File: src/design/cipher_ctrl_pkg.sv
// AES cipher round sequencer package
// Sparse handshake codes, key lengths, round counts and rail FSM states

package cipher_ctrl_pkg;

  ////////////////////
  // Sparse encoding
  ////////////////////

  // One control rail per bit of the sparse code
  localparam int unsigned Sp2VWidth = 3;

  // Two-valued sparse signal, all other codes are invalid
  typedef enum logic [Sp2VWidth-1:0] {
    SP2V_HIGH = 3'b011,
    SP2V_LOW  = 3'b100
  } sp2v_e;

  // Bit i set means rail i carries positive polarity
  localparam logic [Sp2VWidth-1:0] SP2V_LOGIC_HIGH = SP2V_HIGH;

  ////////////////////
  // Configuration
  ////////////////////

  typedef enum logic {
    CIPH_FWD = 1'b0, // Encrypt
    CIPH_INV = 1'b1  // Decrypt
  } ciph_op_e;

  typedef enum logic [2:0] {
    AES_128 = 3'b001,
    AES_192 = 3'b010,
    AES_256 = 3'b100
  } key_len_e;

  typedef logic [3:0] round_t;

  localparam round_t NumRounds128 = 4'd10;
  localparam round_t NumRounds192 = 4'd12;
  localparam round_t NumRounds256 = 4'd14;

  // Rail FSM states, ERROR is terminal until reset
  typedef enum logic [2:0] {
    IDLE   = 3'b001,
    ROUND  = 3'b010,
    FINISH = 3'b100,
    ERROR  = 3'b111
  } rail_state_e;

endpackage

File: src/design/rail_if.sv
// Control rail output bundle
// Carries one rail's handshake bits, round counter and alert to the combiner

`timescale 1ns/10ps

interface rail_if import cipher_ctrl_pkg::*; ();

  logic   in_ready;  // Rail polarity
  logic   out_valid; // Rail polarity
  round_t round;
  logic   alert;

  // Driven by one control rail
  modport rail (
    output in_ready,
    output out_valid,
    output round,
    output alert
  );

  // Read by the rail combiner
  modport comb (
    input in_ready,
    input out_valid,
    input round,
    input alert
  );

endinterface

File: src/design/ctrl_cfg_regs.sv
// Cipher configuration register
// Latches operation and key length, maps key length to the AES round count

`timescale 1ns/10ps

module ctrl_cfg_regs import cipher_ctrl_pkg::*; (
  input  logic     clk_i,
  input  logic     rst_ni,

  input  logic     cfg_valid_i,
  input  ciph_op_e op_i,
  input  key_len_e key_len_i,

  output ciph_op_e op_o,
  output round_t   num_rounds_o
);

  round_t   num_rounds_d;
  ciph_op_e op_q;
  round_t   num_rounds_q;

  // Non one-hot codes fall back to the longest schedule
  always_comb begin
    case (key_len_i)
      AES_128: num_rounds_d = NumRounds128;
      AES_192: num_rounds_d = NumRounds192;
      AES_256: num_rounds_d = NumRounds256;
      default: num_rounds_d = NumRounds256;
    endcase
  end

  always_ff @(posedge clk_i or negedge rst_ni) begin
    if (!rst_ni) begin
      op_q         <= CIPH_FWD;
      num_rounds_q <= NumRounds128;
    end else if (cfg_valid_i) begin
      op_q         <= op_i;
      num_rounds_q <= num_rounds_d;
    end
  end

  assign op_o         = op_q;
  assign num_rounds_o = num_rounds_q;

endmodule

File: src/design/sp2v_check.sv
// Sparse two-valued code checker
// Flags any input code other than SP2V_HIGH or SP2V_LOW

`timescale 1ns/10ps

module sp2v_check import cipher_ctrl_pkg::*; (
  input  sp2v_e sig_i,
  output logic  err_o
);

  // Only the two legal codes pass
  always_comb begin
    case (sig_i)
      SP2V_HIGH: err_o = 1'b0;
      SP2V_LOW:  err_o = 1'b0;
      default:   err_o = 1'b1;
    endcase
  end

endmodule

File: src/design/ctrl_rail.sv
// Single-bit control rail for the AES round sequencer
// Runs the round FSM and counter for one bit of the sparse handshakes,
// with the bit polarity chosen by Inverted

`timescale 1ns/10ps

module ctrl_rail import cipher_ctrl_pkg::*; #(
  parameter bit Inverted = 1'b0
) (
  input  logic     clk_i,
  input  logic     rst_ni,

  input  logic     in_valid_i,  // Rail polarity
  input  logic     out_ready_i, // Rail polarity

  input  ciph_op_e op_i,
  input  round_t   num_rounds_i,
  input  logic     fault_i,

  rail_if.rail     rail_o
);

  rail_state_e state_d, state_q;
  round_t      rnd_d, rnd_q;
  round_t      nr_d, nr_q;
  ciph_op_e    op_d, op_q;

  logic in_valid, out_ready;
  logic in_ready, out_valid;
  logic last_rnd;

  // Undo the rail polarity on the way in
  assign in_valid  = in_valid_i ^ Inverted;
  assign out_ready = out_ready_i ^ Inverted;

  // Final round depends on the counting direction
  assign last_rnd = (op_q == CIPH_FWD) ? (rnd_q == nr_q) : (rnd_q == round_t'(1));

  ////////////////////
  // FSM
  ////////////////////

  always_comb begin
    state_d   = state_q;
    rnd_d     = rnd_q;
    nr_d      = nr_q;
    op_d      = op_q;
    in_ready  = 1'b0;
    out_valid = 1'b0;

    unique case (state_q)
      IDLE: begin
        in_ready = 1'b1;
        if (in_valid) begin
          op_d    = op_i;
          nr_d    = num_rounds_i;
          rnd_d   = (op_i == CIPH_FWD) ? round_t'(1) : num_rounds_i;
          state_d = ROUND;
        end
      end

      ROUND: begin
        if (last_rnd) begin
          state_d = FINISH; // Counter holds its last value
        end else if (op_q == CIPH_FWD) begin
          rnd_d = rnd_q + round_t'(1);
        end else begin
          rnd_d = rnd_q - round_t'(1);
        end
      end

      FINISH: begin
        out_valid = 1'b1;
        if (out_ready) begin
          rnd_d   = '0;
          state_d = IDLE;
        end
      end

      ERROR: begin
        // Terminal until reset
      end

      default: state_d = ERROR; // Corrupted state register
    endcase

    // Any fault overrides normal sequencing
    if (fault_i) begin
      state_d = ERROR;
    end
  end

  always_ff @(posedge clk_i or negedge rst_ni) begin
    if (!rst_ni) begin
      state_q <= IDLE;
      rnd_q   <= '0;
      nr_q    <= NumRounds128;
      op_q    <= CIPH_FWD;
    end else begin
      state_q <= state_d;
      rnd_q   <= rnd_d;
      nr_q    <= nr_d;
      op_q    <= op_d;
    end
  end

  // Outputs back in rail polarity
  assign rail_o.in_ready  = in_ready ^ Inverted;
  assign rail_o.out_valid = out_valid ^ Inverted;
  assign rail_o.round     = rnd_q;
  assign rail_o.alert     = (state_q == ERROR);

endmodule

File: src/design/rail_combine.sv
// Control rail combiner
// Reassembles sparse handshake codes, votes the round counters and
// gathers all fault sources into one level fed back to the rails

`timescale 1ns/10ps

module rail_combine import cipher_ctrl_pkg::*; (
  rail_if.comb       rails_i [Sp2VWidth],
  input  logic [1:0] enc_err_i, // in_valid, out_ready checkers

  output sp2v_e      in_ready_o,
  output sp2v_e      out_valid_o,
  output round_t     round_o,
  output logic       alert_o,
  output logic       fault_o
);

  logic   [Sp2VWidth-1:0] sp_in_ready;
  logic   [Sp2VWidth-1:0] sp_out_valid;
  logic   [Sp2VWidth-1:0] mr_alert;
  round_t [Sp2VWidth-1:0] mr_round;

  logic mr_err;
  logic out_enc_err;

  // Flatten the interface array
  for (genvar i = 0; i < Sp2VWidth; i++) begin : gen_unpack
    assign sp_in_ready[i]  = rails_i[i].in_ready;
    assign sp_out_valid[i] = rails_i[i].out_valid;
    assign mr_alert[i]     = rails_i[i].alert;
    assign mr_round[i]     = rails_i[i].round;
  end

  assign in_ready_o  = sp2v_e'(sp_in_ready);
  assign out_valid_o = sp2v_e'(sp_out_valid);
  assign alert_o     = |mr_alert;

  // OR the counters, any rail differing from the result is a mismatch
  always_comb begin
    round_o = '0;
    mr_err  = 1'b0;
    for (int i = 0; i < Sp2VWidth; i++) begin
      round_o = round_o | mr_round[i];
    end
    for (int i = 0; i < Sp2VWidth; i++) begin
      if (mr_round[i] != round_o) begin
        mr_err = 1'b1;
      end
    end
  end

  // Disagreeing handshake bits show up as illegal codes
  assign out_enc_err = !(in_ready_o inside {SP2V_HIGH, SP2V_LOW}) ||
                       !(out_valid_o inside {SP2V_HIGH, SP2V_LOW});

  assign fault_o = mr_err | (|enc_err_i) | out_enc_err;

endmodule

File: src/design/cipher_ctrl.sv
// AES cipher round sequencer, top level
// Redundant single-bit control rails behind sparse valid/ready handshakes

`timescale 1ns/10ps

module cipher_ctrl import cipher_ctrl_pkg::*; (
  input  logic     clk_i,
  input  logic     rst_ni,

  // Configuration
  input  logic     cfg_valid_i,
  input  ciph_op_e op_i,
  input  key_len_e key_len_i,

  // Job handshakes
  input  sp2v_e    in_valid_i,
  output sp2v_e    in_ready_o,
  output sp2v_e    out_valid_o,
  input  sp2v_e    out_ready_i,

  output round_t   round_o,
  output logic     alert_o
);

  ciph_op_e   op;
  round_t     num_rounds;
  logic [1:0] enc_err;
  logic       fault;

  rail_if rail_bus [Sp2VWidth] ();

  ctrl_cfg_regs u_cfg (
    .clk_i        ( clk_i       ),
    .rst_ni       ( rst_ni      ),
    .cfg_valid_i  ( cfg_valid_i ),
    .op_i         ( op_i        ),
    .key_len_i    ( key_len_i   ),
    .op_o         ( op          ),
    .num_rounds_o ( num_rounds  )
  );

  ////////////////////
  // Encoding checks
  ////////////////////

  sp2v_check u_in_valid_chk  ( .sig_i ( in_valid_i  ), .err_o ( enc_err[0] ) );
  sp2v_check u_out_ready_chk ( .sig_i ( out_ready_i ), .err_o ( enc_err[1] ) );

  // One rail per sparse bit, fed the raw input bits
  for (genvar i = 0; i < Sp2VWidth; i++) begin : gen_rail
    ctrl_rail #(
      .Inverted ( ~SP2V_LOGIC_HIGH[i] )
    ) u_rail (
      .clk_i        ( clk_i          ),
      .rst_ni       ( rst_ni         ),
      .in_valid_i   ( in_valid_i[i]  ),
      .out_ready_i  ( out_ready_i[i] ),
      .op_i         ( op             ),
      .num_rounds_i ( num_rounds     ),
      .fault_i      ( fault          ),
      .rail_o       ( rail_bus[i]    )
    );
  end

  rail_combine u_combine (
    .rails_i     ( rail_bus    ),
    .enc_err_i   ( enc_err     ),
    .in_ready_o  ( in_ready_o  ),
    .out_valid_o ( out_valid_o ),
    .round_o     ( round_o     ),
    .alert_o     ( alert_o     ),
    .fault_o     ( fault       )
  );

endmodule

File: config.mk
export PLATFORM = sky130hd
export DESIGN_NAME = cipher_ctrl
export DESIGN_NICKNAME = d
export VERILOG_FILES = /design/src/design/cipher_ctrl_pkg.sv /design/src/design/rail_if.sv /design/src/design/ctrl_cfg_regs.sv /design/src/design/sp2v_check.sv /design/src/design/ctrl_rail.sv /design/src/design/rail_combine.sv /design/src/design/cipher_ctrl.sv
export SDC_FILE = /design/constraint.sdc
export NUM_CORES = 1
export LEC_CHECK = 0
export ABC_CLOCK_PERIOD_IN_PS = 2300
export BUFFER_PORTS_ARGS = -buffer_cell sky130_fd_sc_hd__buf_2
export CAP_MARGIN = 10
export CORE_MARGIN = 2
export CORE_UTILIZATION = 40
export DETAILED_ROUTE_END_ITERATION = 8
export PLACE_DENSITY = 0.56
export SETUP_SLACK_MARGIN = 0.05
export SYNTH_ARGS = -nofsm -noshare
export SYNTH_HDL_FRONTEND = slang
export SYNTH_SLANG_ARGS = --single-unit
File: constraint.sdc
create_clock -name clk_i -period 2.3 [get_ports clk_i]
set_clock_uncertainty 0.15 [all_clocks]
set_input_delay 0.345 -clock clk_i [delete_from_list [all_inputs] [get_ports clk_i]]
set_output_delay 0.345 -clock clk_i [all_outputs]
set_load 0.01 [all_outputs]
==> impl_metrics.env <==
export IMPL_syn_to_final_growth_pct=9.26
export IMPL_dieArea_sq_um=7010
export IMPL_clock_sinks=33
export IMPL_max_stage_delay_ns=0.48
export IMPL_post_dp_hpwl_mm=4.44
export IMPL_synth_distinct_cells=59
export IMPL_cp_required_ns=2.32
export IMPL_grtUsageTotal_pct=17.3
export IMPL_ioPinCount=24
export IMPL_h_tree_depth=2
export IMPL_cts_buffers=5
export IMPL_synth_avg_cell_area_sq_um=9.48
export IMPL_grt_pass1_vias=1908
export IMPL_wl_per_cell_um=16.3
export IMPL_final_hold_violation_count=26
export IMPL_vias_per_cell=5.69
export IMPL_crit_type="flop to flop"
export IMPL_cts_tree="yes"
export IMPL_net_switching_power_uw=265
export IMPL_setup_viol=0
export IMPL_fin_crit_ns=2.12
export IMPL_p_leak_nw=1.12
export IMPL_initialDrtViolationCount=118
export IMPL_cp_slowest_cell="dfrtp_1"
export IMPL_cellPowerDensity_nw_per_um2=390
export IMPL_hold_path_class="input port to asynchronous set/reset pin"
export IMPL_crit_path_start_kind="flop"
export IMPL_swShare_pct=24.5
export IMPL_tns_ns=0
export IMPL_pwr_share_clk_pct=39.5
export IMPL_vdd_drop_max_mv=0.238
export IMPL_drt_total_wl_mm=5.87
export IMPL_post_synth_inst_count=268
export IMPL_portBuffers=23
export IMPL_gp_congestion=0.884
export IMPL_clk_path_buf_depth=2
export IMPL_seqPwrFrac_pct=54.8
export IMPL_layout_commonest_cell="dfrtp_1"
export IMPL_worst_slack_ns=0.179
export IMPL_crit_family="flip-flops"
export IMPL_grt_pass1_wl_mm=9.74
export IMPL_internal_power_uw=817
export IMPL_antenna_found_initial=0
export IMPL_synth_warnings=0
export IMPL_crit_arrival_ns=2.14
export IMPL_synth_nets=290
export IMPL_nNetsFinal=305
export IMPL_tightest_slew_ns=0.744
export IMPL_synth_edff_count=0
export IMPL_path_buf_inv=1
export IMPL_route_vias_total=2053
export IMPL_grt_max_degree=34
export IMPL_die_w_um=83.7
export IMPL_p_comb_share_pct=5.8
export IMPL_dieHeight_um=83.7
export IMPL_core_area_sq_um=6240
export IMPL_initial_core_util_pct=40.7
export IMPL_slew_headroom_pct=50.4
export IMPL_grt_overflow=0
export IMPL_synth_area_sq_um=2540
export IMPL_outcome="finished with violations"
export IMPL_ys_ff_latch=33
export IMPL_crit_fanout=9
export IMPL_timing_fmax_mhz=471
export IMPL_synthArstFlopShare_pct=100
export IMPL_holdWs_ns=-0.0298
export IMPL_drtAntennaViolNets=0
export IMPL_final_layout_size_suffix_gt1_share_pct=27.5
export IMPL_yosysSeqAreaShare_pct=32.8
export IMPL_num_rows=29
export IMPL_antennaDiodeCount=0
export IMPL_detailedPlace_worstSlack_ns=0.168
export IMPL_post_cts_buffers=0
export IMPL_drv_cap=0
export IMPL_maxSlewViolCount=0
export IMPL_critPathCaptureType="flop"
export IMPL_cts_root_buf="clkbuf_8"
export IMPL_clkTransAtPathRegs_ns=0.07
export IMPL_violations="hold timing"
export IMPL_cts_hold_buf=0
export IMPL_rsz0062_at_grt="no"
export IMPL_path_cells="inv_1 > ha_1 > or4bb_1 > o31a_1 > o21ai_2 > mux2_2"
export IMPL_drc_errors=0
export IMPL_drtPass1Iterations=4
export IMPL_synthFlopType="dfrtp_1"
export IMPL_fill_cells=611
export IMPL_clock_latency_ns=0.28
export IMPL_postCtsResizedCells=0
export IMPL_post_route_period_util_pct=92.2
export IMPL_layout_common_cells="dfrtp_1, buf_2, nor2_1, inv_1, mux2_2"
==> final timing paths <==
path                                                          from                            endpoint  slack, ns  cells past startpoint
worst min-delay path                                        rst_ni       gen_rail[2].u_rail.state_q[2]      -0.03                      1
worst min register to register          gen_rail[1].u_rail.nr_q[2]          gen_rail[1].u_rail.nr_q[2]       0.39                      1
worst max-delay path            gen_rail[0].u_rail.rail_o.round[1]  gen_rail[0].u_rail.rail_o.round[1]       0.18                      6
min in group clk_i                                    key_len_i[1]               u_cfg.num_rounds_o[1]       0.07                      2
max in group asynchronous                                   rst_ni             gen_rail[0].u_rail.op_q       1.55                      1
worst max register to register  gen_rail[0].u_rail.rail_o.round[1]  gen_rail[0].u_rail.rail_o.round[1]       0.18                      6
==> power groups by stage <==
stage / clock [mW] / sequential, mW / combinational [mW]
after CTS: 0.445 / 0.593 / 0.0640
after global routing: 0.464 / 0.593 / 0.0712
after floorplan: 0 / 0.598 / 0.0311
final: 0.427 / 0.593 / 0.0626
after global placement: 0 / 0.604 / 0.0634
after detailed placement: 0 / 0.604 / 0.0633
==> flip-flops by register name, summed over array words and instances (netlist names) <==
register and count:
gen_rail.u_rail.rail_o.round 12, gen_rail.u_rail.state_q 9, gen_rail.u_rail.nr_q 6, gen_rail.u_rail.op_q 3
u_cfg.num_rounds_o 2, u_cfg.op_o 1
==> cell type report <==
| cell class | count | area, sq um | share of cell area [%] |
|---|---|---|---|
| clock buffer | 5 | 68.8 | 2.48 |
| clock inverter | 3 | 17.5 | 0.631 |
| inverter | 14 | 52.6 | 1.89 |
| multi-input combinational | 194 | 1500 | 54.1 |
| sequential | 33 | 835 | 30.1 |
| tap | 77 | 96.3 | 3.47 |
| timing repair buffer | 35 | 205 | 7.39 |
==> metal layers <==
layer	routed length [um]	GRT usage, %	vias up
met5	0	0	-
met4	34	4.25	0
met3	271	3.76	2
met2	2590	26.4	44
met1	2970	25.1	982
li1	-	-	1025
==> stage by stage <==
step	util (%)	hold slack [ns]	area [sq um]	instances	total power, mW
after global routing	44.5	0.0335	2780	361	1.13
after CTS	44.4	0.000383	2770	360	1.10
final	44.5	-0.0298	2780	361	1.08
after floorplan	-	-0.101	2540	268	0.629
after detailed placement	43.0	0.307	2680	352	0.667
after global placement	43.0	0.306	2680	352	0.667
==> cell usage after synthesis (4+ instances only) <==
library cell	count	area, sq um
ha_1	9	113
buf_2	8	40.0
nor3b_1	11	82.6
nor3_1	5	25.0
nand2_1	8	30.0
xnor2_1	11	96.3
mux2_2	14	158
nor4b_1	6	52.6
o32a_1	5	50.1
nand3_1	12	60.1
dfstp_2	7	184
o211ai_1	5	37.5
dfrtp_1	26	651
o22ai_1	7	43.8
a21oi_1	5	25.0
a211oi_1	4	30.0
a31oi_1	6	37.5
nor2_1	16	60.1
buf_4	9	67.6
o21ai_0	4	20.0
inv_1	14	52.6
clkbuf_1	9	33.8
or3b_2	5	43.8
==> cell families after synthesis <==
group                      Yosys count  share of synthesized area, %
and+or+nand+nor                     94                          24.8
AOI/OAI and AO/OA                   61                          18.0
buffers and inverters               41                          8.07
DFF                                 33                          32.8
muxes                               17                          7.39
xor gates and xnor gates            13                          4.48
adders and majority gates            9                          4.43
Note: power is estimated with default switching activity, not from simulation.
